`src/source/ifu_core_pkg.sv`:
```
package ifu_core_pkg;

  // data and address width
  localparam int unsigned xlen = 32;

  // instruction address
  typedef logic [xlen-1:0] addr_t;

  // raw instruction word
  typedef logic [xlen-1:0] inst_t;

  // pc step, one 32-bit instruction
  localparam addr_t inst_bytes = addr_t'(4);

  // default reset vector
  localparam addr_t default_reset_pc = '0;

endpackage
```
`src/source/ifu_fetch_pkg.sv`:
```
package ifu_fetch_pkg;

  // fetched word paired with the address it came from
  typedef struct packed {
    ifu_core_pkg::inst_t inst;
    ifu_core_pkg::addr_t pc;
  } fetch_entry_t;

endpackage

```
`src/source/ifu_top.sv`:
```
`timescale 1ns/1ns

module ifu_top #(
  parameter ifu_core_pkg::addr_t reset_pc = ifu_core_pkg::default_reset_pc
) (
  input  logic                 clk,
  input  logic                 rst,

  // execute stage
  input  logic                 i_alu_vld,
  input  logic                 i_alu_freeze,
  input  logic                 i_alu_br_miss,
  input  logic                 i_alu_trap,
  input  ifu_core_pkg::addr_t  i_alu_pc_next,

  // decode stage
  input  logic                 i_idu_freeze,
  output logic                 o_ifu_vld,
  output ifu_core_pkg::inst_t  o_ifu_inst,
  output ifu_core_pkg::addr_t  o_ifu_inst_pc,

  // instruction bus
  output logic                 o_instbus_req,
  output ifu_core_pkg::addr_t  o_instbus_addr,
  input  logic                 i_instbus_ack,
  input  ifu_core_pkg::inst_t  i_instbus_data
);

  logic                        push;
  ifu_fetch_pkg::fetch_entry_t push_entry;
  logic                        flush;
  logic                        full;

  ifu_fetch_ctrl #(
    .reset_pc (reset_pc)
  ) ifu_fetch_ctrl_i (
    .clk            (clk),
    .rst            (rst),
    .i_alu_vld      (i_alu_vld),
    .i_alu_freeze   (i_alu_freeze),
    .i_alu_br_miss  (i_alu_br_miss),
    .i_alu_trap     (i_alu_trap),
    .i_alu_pc_next  (i_alu_pc_next),
    .o_instbus_req  (o_instbus_req),
    .o_instbus_addr (o_instbus_addr),
    .i_instbus_ack  (i_instbus_ack),
    .i_instbus_data (i_instbus_data),
    .i_full         (full),
    .o_push         (push),
    .o_push_entry   (push_entry),
    .o_flush        (flush)
  );

  // one-entry buffer toward decode
  ifu_hold_buf ifu_hold_buf_i (
    .clk           (clk),
    .rst           (rst),
    .i_push        (push),
    .i_push_entry  (push_entry),
    .i_flush       (flush),
    .o_full        (full),
    .i_idu_freeze  (i_idu_freeze),
    .o_ifu_vld     (o_ifu_vld),
    .o_ifu_inst    (o_ifu_inst),
    .o_ifu_inst_pc (o_ifu_inst_pc)
  );

endmodule

```
`src/source/ifu_hold_buf.sv`:
```
`timescale 1ns/1ns

module ifu_hold_buf (
  input  logic                         clk,
  input  logic                         rst,

  // from fetch control
  input  logic                         i_push,
  input  ifu_fetch_pkg::fetch_entry_t  i_push_entry,
  input  logic                         i_flush,
  output logic                         o_full,

  // decode stage
  input  logic                         i_idu_freeze,
  output logic                         o_ifu_vld,
  output ifu_core_pkg::inst_t          o_ifu_inst,
  output ifu_core_pkg::addr_t          o_ifu_inst_pc
);

  ifu_fetch_pkg::fetch_entry_t entry;
  logic                        full;
  logic                        vld;
  ifu_core_pkg::inst_t         out_inst;
  ifu_core_pkg::addr_t         out_pc;
  logic                        release_entry;

  // entry leaves when decode is free and the stream is still valid
  assign release_entry = full & ~i_idu_freeze & ~i_flush;

  always_ff @(posedge clk) begin
    if (rst) begin
      full <= 1'b0;
      vld  <= 1'b0;
    end else if (i_flush) begin
      // old stream, drop held entry and pending pulse
      full <= 1'b0;
      vld  <= 1'b0;
    end else begin
      full <= i_push | (full & i_idu_freeze);
      vld  <= release_entry;
    end
  end

  always_ff @(posedge clk) begin
    if (i_push) begin
      entry <= i_push_entry;
    end
    if (release_entry) begin
      out_inst <= entry.inst;
      out_pc   <= entry.pc;
    end
  end

  assign o_full        = full;
  assign o_ifu_vld     = vld;
  assign o_ifu_inst    = out_inst;
  assign o_ifu_inst_pc = out_pc;

endmodule

```
`src/source/ifu_fetch_ctrl.sv`:
```
`timescale 1ns/1ns

module ifu_fetch_ctrl #(
  parameter ifu_core_pkg::addr_t reset_pc = ifu_core_pkg::default_reset_pc
) (
  input  logic                         clk,
  input  logic                         rst,

  // execute stage
  input  logic                         i_alu_vld,
  input  logic                         i_alu_freeze,
  input  logic                         i_alu_br_miss,
  input  logic                         i_alu_trap,
  input  ifu_core_pkg::addr_t          i_alu_pc_next,

  // instruction bus
  output logic                         o_instbus_req,
  output ifu_core_pkg::addr_t          o_instbus_addr,
  input  logic                         i_instbus_ack,
  input  ifu_core_pkg::inst_t          i_instbus_data,

  // hold buffer
  input  logic                         i_full,
  output logic                         o_push,
  output ifu_fetch_pkg::fetch_entry_t  o_push_entry,
  output logic                         o_flush
);

  // next address to fetch
  ifu_core_pkg::addr_t pc;
  // address of the request on the bus, kept until the next issue
  ifu_core_pkg::addr_t req_addr;
  logic                req;
  logic                outstanding;
  // outstanding response belongs to the old stream
  logic                stale;

  logic                redirect;
  logic                alu_freeze;
  logic                resp_done;
  logic                busy_next;
  logic                issue_redirect;
  logic                issue_seq;
  logic                issue;

  // branch miss or trap from execute
  assign redirect   = i_alu_vld & (i_alu_br_miss | i_alu_trap);
  assign alu_freeze = i_alu_vld & i_alu_freeze & ~redirect;

  assign resp_done = outstanding & i_instbus_ack;
  // still waiting on the bus after this edge
  assign busy_next = outstanding & ~i_instbus_ack;

  // response capture, old-stream words are dropped here
  assign o_push            = resp_done & ~stale;
  assign o_push_entry.inst = i_instbus_data;
  assign o_push_entry.pc   = req_addr;

  assign o_flush = redirect;

  // redirect goes straight to the target when the bus is free
  assign issue_redirect = redirect & ~busy_next;

  // sequential fetch, only with the bus idle and room downstream
  assign issue_seq = ~redirect & ~busy_next & ~o_push & ~i_full & ~alu_freeze;

  assign issue = issue_redirect | issue_seq;

  always_ff @(posedge clk) begin
    if (rst) begin
      pc          <= reset_pc;
      req         <= 1'b0;
      outstanding <= 1'b0;
      stale       <= 1'b0;
    end else begin
      req <= issue;

      if (issue_redirect) begin
        pc <= i_alu_pc_next + ifu_core_pkg::inst_bytes;
      end else if (redirect) begin
        // target is fetched once the stale response is back
        pc <= i_alu_pc_next;
      end else if (issue_seq) begin
        pc <= pc + ifu_core_pkg::inst_bytes;
      end

      if (issue) begin
        outstanding <= 1'b1;
      end else if (resp_done) begin
        outstanding <= 1'b0;
      end

      if (redirect && busy_next) begin
        stale <= 1'b1;
      end else if (resp_done) begin
        stale <= 1'b0;
      end
    end
  end

  // request address
  always_ff @(posedge clk) begin
    if (issue_redirect) begin
      req_addr <= i_alu_pc_next;
    end else if (issue_seq) begin
      req_addr <= pc;
    end
  end

  assign o_instbus_req  = req;
  assign o_instbus_addr = req_addr;

endmodule

```
`config.mk`:
```
export PLATFORM = sky130hd
export DESIGN_NAME = ifu_top
export DESIGN_NICKNAME = d
export VERILOG_FILES = /design/src/source/ifu_core_pkg.sv /design/src/source/ifu_fetch_pkg.sv /design/src/source/ifu_top.sv /design/src/source/ifu_hold_buf.sv /design/src/source/ifu_fetch_ctrl.sv
export SDC_FILE = /design/constraint.sdc
export NUM_CORES = 1
export LEC_CHECK = 0
export BUFFER_PORTS_ARGS = -buffer_cell sky130_fd_sc_hd__buf_2
export CORE_ASPECT_RATIO = 1.25
export CORE_MARGIN = 4
export CORE_UTILIZATION = 55
export DETAILED_ROUTE_END_ITERATION = 8
export GPL_TIMING_DRIVEN = 0
export HOLD_SLACK_MARGIN = 0.02
export PLACE_DENSITY = 0.76
export SLEW_MARGIN = 5
export SYNTH_ARGS = -nofsm -noshare
export SYNTH_HDL_FRONTEND = slang
export SYNTH_HIERARCHICAL = 1
export SYNTH_SLANG_ARGS = --single-unit
```
`constraint.sdc`:
```
create_clock -name clk -period 5.7 [get_ports clk]
set_input_delay 1.14 -clock clk [delete_from_list [all_inputs] [get_ports clk]]
set_output_delay 1.14 -clock clk [all_outputs]
set_load 0.02 [all_outputs]
```
* Yosys cells after proc, flatten, opt, wreduce, memory -nomap -nowiden *
Index checks and enable logic that the tools add are counted.

word-level totals
  bits in registers = 197
  latch bits = 0
  RAM bits = 0
  ROM bits = 0
  output and inout bits = 98
  logic and storage cells = 52
  memories kept = 0

operators by class
  add/sub/neg operators = 2
  $mul = 0
  div/mod/pow operators = 0
  magnitude comparators = 0
  equality and inequality tests = 0
  shift operators = 0
  muxes and demuxes = 8
  bitwise operators = 25
  reductions and logical operators = 6

operators with widths
  cell                                           number
  two-way mux 32 bit                             5
  adder 32 x 3 -> 32 bit, second input constant  2
  AND 1 bit                                      14
  inverter 1 bit                                 8
  nonzero test 2 bit                             3
  two-way mux 1 bit                              3
  OR 1 bit                                       3
  nonzero test 3 bit                             1
  OR reduction 2 bit                             1
  logical AND 1 bit                              1

* Longest topological paths before layout *
  depth in word-level cells = 10
  gate-level depth with buffers = 8
  mapped depth without buffers = 6

* By module *
Netlist, hierarchy kept.

modules (own cells, without submodules)
  module          instances  cells an instance  area each (µm²)  seq. area each (µm²)
  ifu_fetch_ctrl  1          528                4548.1           1661.6
  ifu_hold_buf    1          135                3930.0           3883.7

* Worst setup path before layout *
No wires, ideal clock.

  path kind = input-to-reg
  start = input port i_alu_trap
  end = register ifu_hold_buf_i.out_inst[0], in the netlist ifu_hold_buf_i/o_ifu_inst[0] (enable)
  setup time = 0.487 ns
  arrival = 4.583 ns
  data required time = 5.213 ns
  setup slack = 0.630 ns
  stages on the path = 4
  buffers on the path = 1
  cells stage by stage = o21ai_0 -> inv_1 -> clkbuf_1 -> nor2_1

between the ends
  word-level cells in the longest chain between the ends = 4

RTL lines
  what                                    line                  text
  start, declared                         ifu_top.sv:13         input logic i_alu_trap,
  OR 1 bit                                ifu_fetch_ctrl.sv:47  assign redirect = i_alu_vld & (i_alu_br_miss | i_alu_trap);
  AND 1 bit                               ifu_fetch_ctrl.sv:47
  named net flush                         ifu_top.sv:31         logic flush;
  inverter 1 bit                          ifu_hold_buf.sv:28    assign release_entry = full & ~i_idu_freeze & ~i_flush;
  AND 1 bit                               ifu_hold_buf.sv:28
  named net ifu_hold_buf_i.release_entry  ifu_hold_buf.sv:25    logic release_entry;
  end signal, assigned                    ifu_hold_buf.sv:49    out_inst <= entry.inst;
  end, declared                           ifu_hold_buf.sv:23    ifu_core_pkg::inst_t out_inst;

The timed path passes the listed nets, and every way through them passes these cells.
A chain may end at the register's enable or synchronous reset.

* Worst setup path after layout *
  start = input port i_alu_trap
  end = register ifu_fetch_ctrl_i.req_addr[23], in the netlist ifu_fetch_ctrl_i/o_instbus_addr[23] (enable)

between the ends
  word-level cells in the longest chain between the ends = 8
  elaborated cells between the ends (all ways) = 11
  classes of those cells = bitwise: 10; reduce/logical: 1

RTL lines
  what                            line                                        text
  OR 1 bit *                      ifu_fetch_ctrl.sv:47
  AND 1 bit *                     ifu_fetch_ctrl.sv:47
  inverter 1 bit                  ifu_fetch_ctrl.sv:48, ifu_fetch_ctrl.sv:65
  AND 1 bit (4 in a row)          ifu_fetch_ctrl.sv:65                        assign issue_seq = ~redirect & ~busy_next & ~o_push & ~i_full & ~alu_freeze;
  nonzero test 2 bit (no line) *  -
  end signal, assigned            ifu_fetch_ctrl.sv:104                       req_addr <= i_alu_pc_next;
  end signal, assigned            ifu_fetch_ctrl.sv:106                       req_addr <= pc;
  end, declared                   ifu_fetch_ctrl.sv:32                        ifu_core_pkg::addr_t req_addr;

Every way passes the cells marked *; elsewhere a longest branch is shown, timed or not.

==> results.py <==
metrics = {
    "layout": {
        "multiInputGateArea_mm2": 0.00226,
        "fin_area_mm2": 0.0101,
        "nFillCells": 1135,
        "fin_nets": 896,
        "finalNonFillerCells": 1045,
        "regArea_mm2": 0.00555,
        "drive_gt1_share_pct": 32.3,
        "area_growth_syn_to_layout_pct": 18.9,
    },
    "logic_synthesis": {
        "yosys_warnings": 6,
        "synth_nets": 737,
        "postSynthAreaPerCell_um2": 12.8,
        "ys_ff_latch": 197,
        "synth-edff-count": 160,
        "syn-cell-area_mm2": 0.00848,
        "ys.flop_type": "edfxtp_1",
        "async_flop_share_pct": 0,
        "yosysSeqAreaShare_pct": 65.4,
        "ys_types": 55,
        "synthCells": 663,
    },
    "sta": {
        "tightest_slew_ns": 1.19,
        "hold_viol": 0,
        "setup_viol": 0,
        "fin_worst_skew_ns": 0.0144,
        "rsz0062_at_grt": "false",
        "maxSlewViolCount": 0,
        "finalCriticalPeriod_ns": 3.45,
        "post-route-period-util_pct": 60.5,
        "relSlewSlack_pct": 19.8,
        "fmax_mhz": 290,
    },
    "power": {
        "peakVddDrop_v": 0.000223,
        "p_per_area_mw_per_mm2": 316,
        "p_leak_nw": 3.80,
    },
    "clocking": {
        "cts_made_buffers": 17,
        "cts_max_level": 4,
        "post-cts-setup-buffer-count": 0,
        "cts_sinks": 197,
        "cts_tree": "yes",
        "cts.clk_slew.worst_paths_ns": 0.07,
        "clock_path_buffers": 2,
        "clock_latency_ns": 0.42,
        "ctsHoldBuffers": 0,
        "ctsResizeCount": 0,
        "cts_root_buf": "clkbuf_16",
    },
    "detailed_routing": {
        "wl_per_cell_um": 18.6,
        "drt_wl_total_um": 19400,
        "vias": 5696,
        "ant_nets": 0,
        "drc_errors": 0,
        "first_pass_iters": 5,
        "drt-vias-per-instance": 5.45,
        "drt_iter0_drc": 609,
    },
    "die": {
        "initial_core_util_pct": 56.2,
        "die_h_um": 147,
        "die_x_um": 119,
        "dieArea_mm2": 0.0175,
        "core_mm2": 0.0151,
        "ioPinCount": 170,
        "rows": 50,
    },
    "critical_path": {
        "end_kind": "register",
        "critPathLaunchType": "input port",
        "worstSetupPathType": "in -> reg",
        "critPathMaxFanout": 32,
        "cp.required_ns": 5.67,
        "worstPathArrival_ns": 3.42,
    },
    "placement": {
        "place_congestion": 0.932,
        "portBuffers": 136,
        "post_dp_cell_area_mm2": 0.00952,
        "hpwl_um": 14400,
        "place_inst": 1011,
    },
    "global_route": {
        "antenna_found_initial": 2,
        "grt_overflow_total": 0,
        "grt_pass1_vias": 5735,
        "grtUsageTotal_pct": 22.6,
        "grt_pass1_wl_um": 30600,
        "grt_max_degree": 35,
    },
    "hold_path": {
        "hold_path_class": "reg -> reg",
    },
    "status": {
        "status": "finished clean",
    },
    "flow_run": {
        "maxCapViolCount": 0,
    },
}
power breakdown:
group | internal, W | total, W | switching [W]
logic | 0.000142 | 0.000364 | 0.000222
clock network | 0.000579 | 0.00112 | 0.000544
registers | 0.00166 | 0.00170 | 0.0000446
stage by stage:
stage	util (%)	hold slack (ns)	setup slack (ns)	TNS, ns	power, W
5_1_grt	66.9	0.421	1.97	0	0.00333
2_1_floorplan	-	0.400	0.630	0	0.00196
6_report	66.9	0.415	2.25	0	0.00319
3_3_place_gp	62.5	0.401	-1.21	-87.95	0.00208
3_5_place_dp	63.1	0.405	1.72	0	0.00210
4_1_cts	66.9	0.417	2.18	0	0.00322
metal layers:
layer	track usage [%]	wire [um]
met1	28.7	7990
met2	37.3	9580
met4	8.46	473
met3	5.93	1360
met5	0	0
cells in the mapped netlist, types with 2 or more instances:
library cell,count,area [um2]
edfxtp_1,160,4800
nand2_1,119,447
buf_4,66,495
dfxtp_1,37,741
xnor2_1,37,324
nand3_1,19,95.1
clkbuf_1,18,67.6
nand4_1,15,93.8
nor3_1,15,75.1
a21oi_1,14,70.1
nor4_1,13,81.3
o21ai_0,12,60.1
inv_1,10,37.5
nor2_1,10,37.5
and2_1,9,56.3
and4_1,9,78.8
o22ai_1,9,56.3
a211oi_1,8,60.1
buf_2,7,35.0
nor4_4,7,149
o31ai_1,7,52.6
o31a_1,5,43.8
and3_1,4,25.0
nor4_2,4,50.1
xor2_1,4,35.0
a311oi_1,3,26.3
nand2b_1,3,18.8
a31o_2,2,17.5
a31oi_1,2,12.5
buf_1,2,7.51
buf_6,2,22.5
ha_1,2,25.0
mux2i_1,2,20.0
nor3_2,2,20.0
o2111ai_1,2,17.5
o21a_1,2,15.0
or3_1,2,12.5
or4_1,2,15.0
sequential cells by signal, indices dropped and copies added (netlist names):
signal                           cells
ifu_fetch_ctrl_i/stale               1
ifu_hold_buf_i/o_full                1
ifu_hold_buf_i/o_ifu_vld             1
ifu_hold_buf_i/o_ifu_inst_pc        32
ifu_fetch_ctrl_i/pc                 32
ifu_hold_buf_i/entry                64
ifu_fetch_ctrl_i/o_instbus_req       1
ifu_hold_buf_i/o_ifu_inst           32
ifu_fetch_ctrl_i/o_instbus_addr     32
ifu_fetch_ctrl_i/outstanding         1
critical path: stages:
cell      delay [ns]
buf_2           0.10
o21ai_0         0.52
inv_1           0.32
nand2_1         0.24
clkbuf_1        0.47
nand2_2         0.62
placed cells by master, fill, tap and decap left out, drive strengths merged, types with 5 or more instances in the layout:
cell    instances
nor3           17
clkinv          6
xnor2          37
nand4          17
a211oi          8
o22ai           9
nor4           24
o21ai          12
o31ai           7
buf           218
and2            9
and4            9
inv            18
nor2           10
nand3          19
o31a            5
dfxtp          37
edfxtp        160
a21oi          15
nand2         120
clkbuf         35
worst paths after layout:
kind,cells after the start,startpoint,slack (ns),endpoint
hold reg to reg,0,ifu_hold_buf_i/entry[14]$_DFFE_PP_,0.41,ifu_hold_buf_i/o_ifu_inst_pc[14]$_DFFE_PP_
setup / recovery,6,i_alu_trap,2.25,ifu_fetch_ctrl_i/o_instbus_addr[23]$_DFFE_PP_
hold / removal,0,ifu_hold_buf_i/entry[14]$_DFFE_PP_,0.41,ifu_hold_buf_i/o_ifu_inst_pc[14]$_DFFE_PP_
setup reg to reg,5,ifu_fetch_ctrl_i/outstanding$_SDFFE_PP0P_,3.04,ifu_fetch_ctrl_i/o_instbus_addr[23]$_DFFE_PP_
final cells by class:
class / instances / area share, %
Sequential cell: 197 / 55.0
Multi-Input combinational cell: 360 / 22.5
Timing Repair Buffer: 140 / 7.54
Buffer: 96 / 6.43
Clock buffer: 17 / 4.22
Tap cell: 208 / 2.58
Clock inverter: 15 / 1.36
Inverter: 10 / 0.372
Antenna cell: 2 / 0.0496
logic make-up after synthesis:
| logic type | after synthesis | synth area share, % |
|---|---|---|
| buffers and inverters | 106 | 8.09 |
| xor gates and xnor gates | 41 | 4.24 |
| AOI/OAI and AO/OA | 74 | 5.92 |
| adders and majority gates | 2 | 0.295 |
| muxes | 2 | 0.236 |
| and+or+nand+nor | 241 | 15.8 |
| DFF | 197 | 65.4 |
Note: power is estimated with default switching activity, not from simulation.
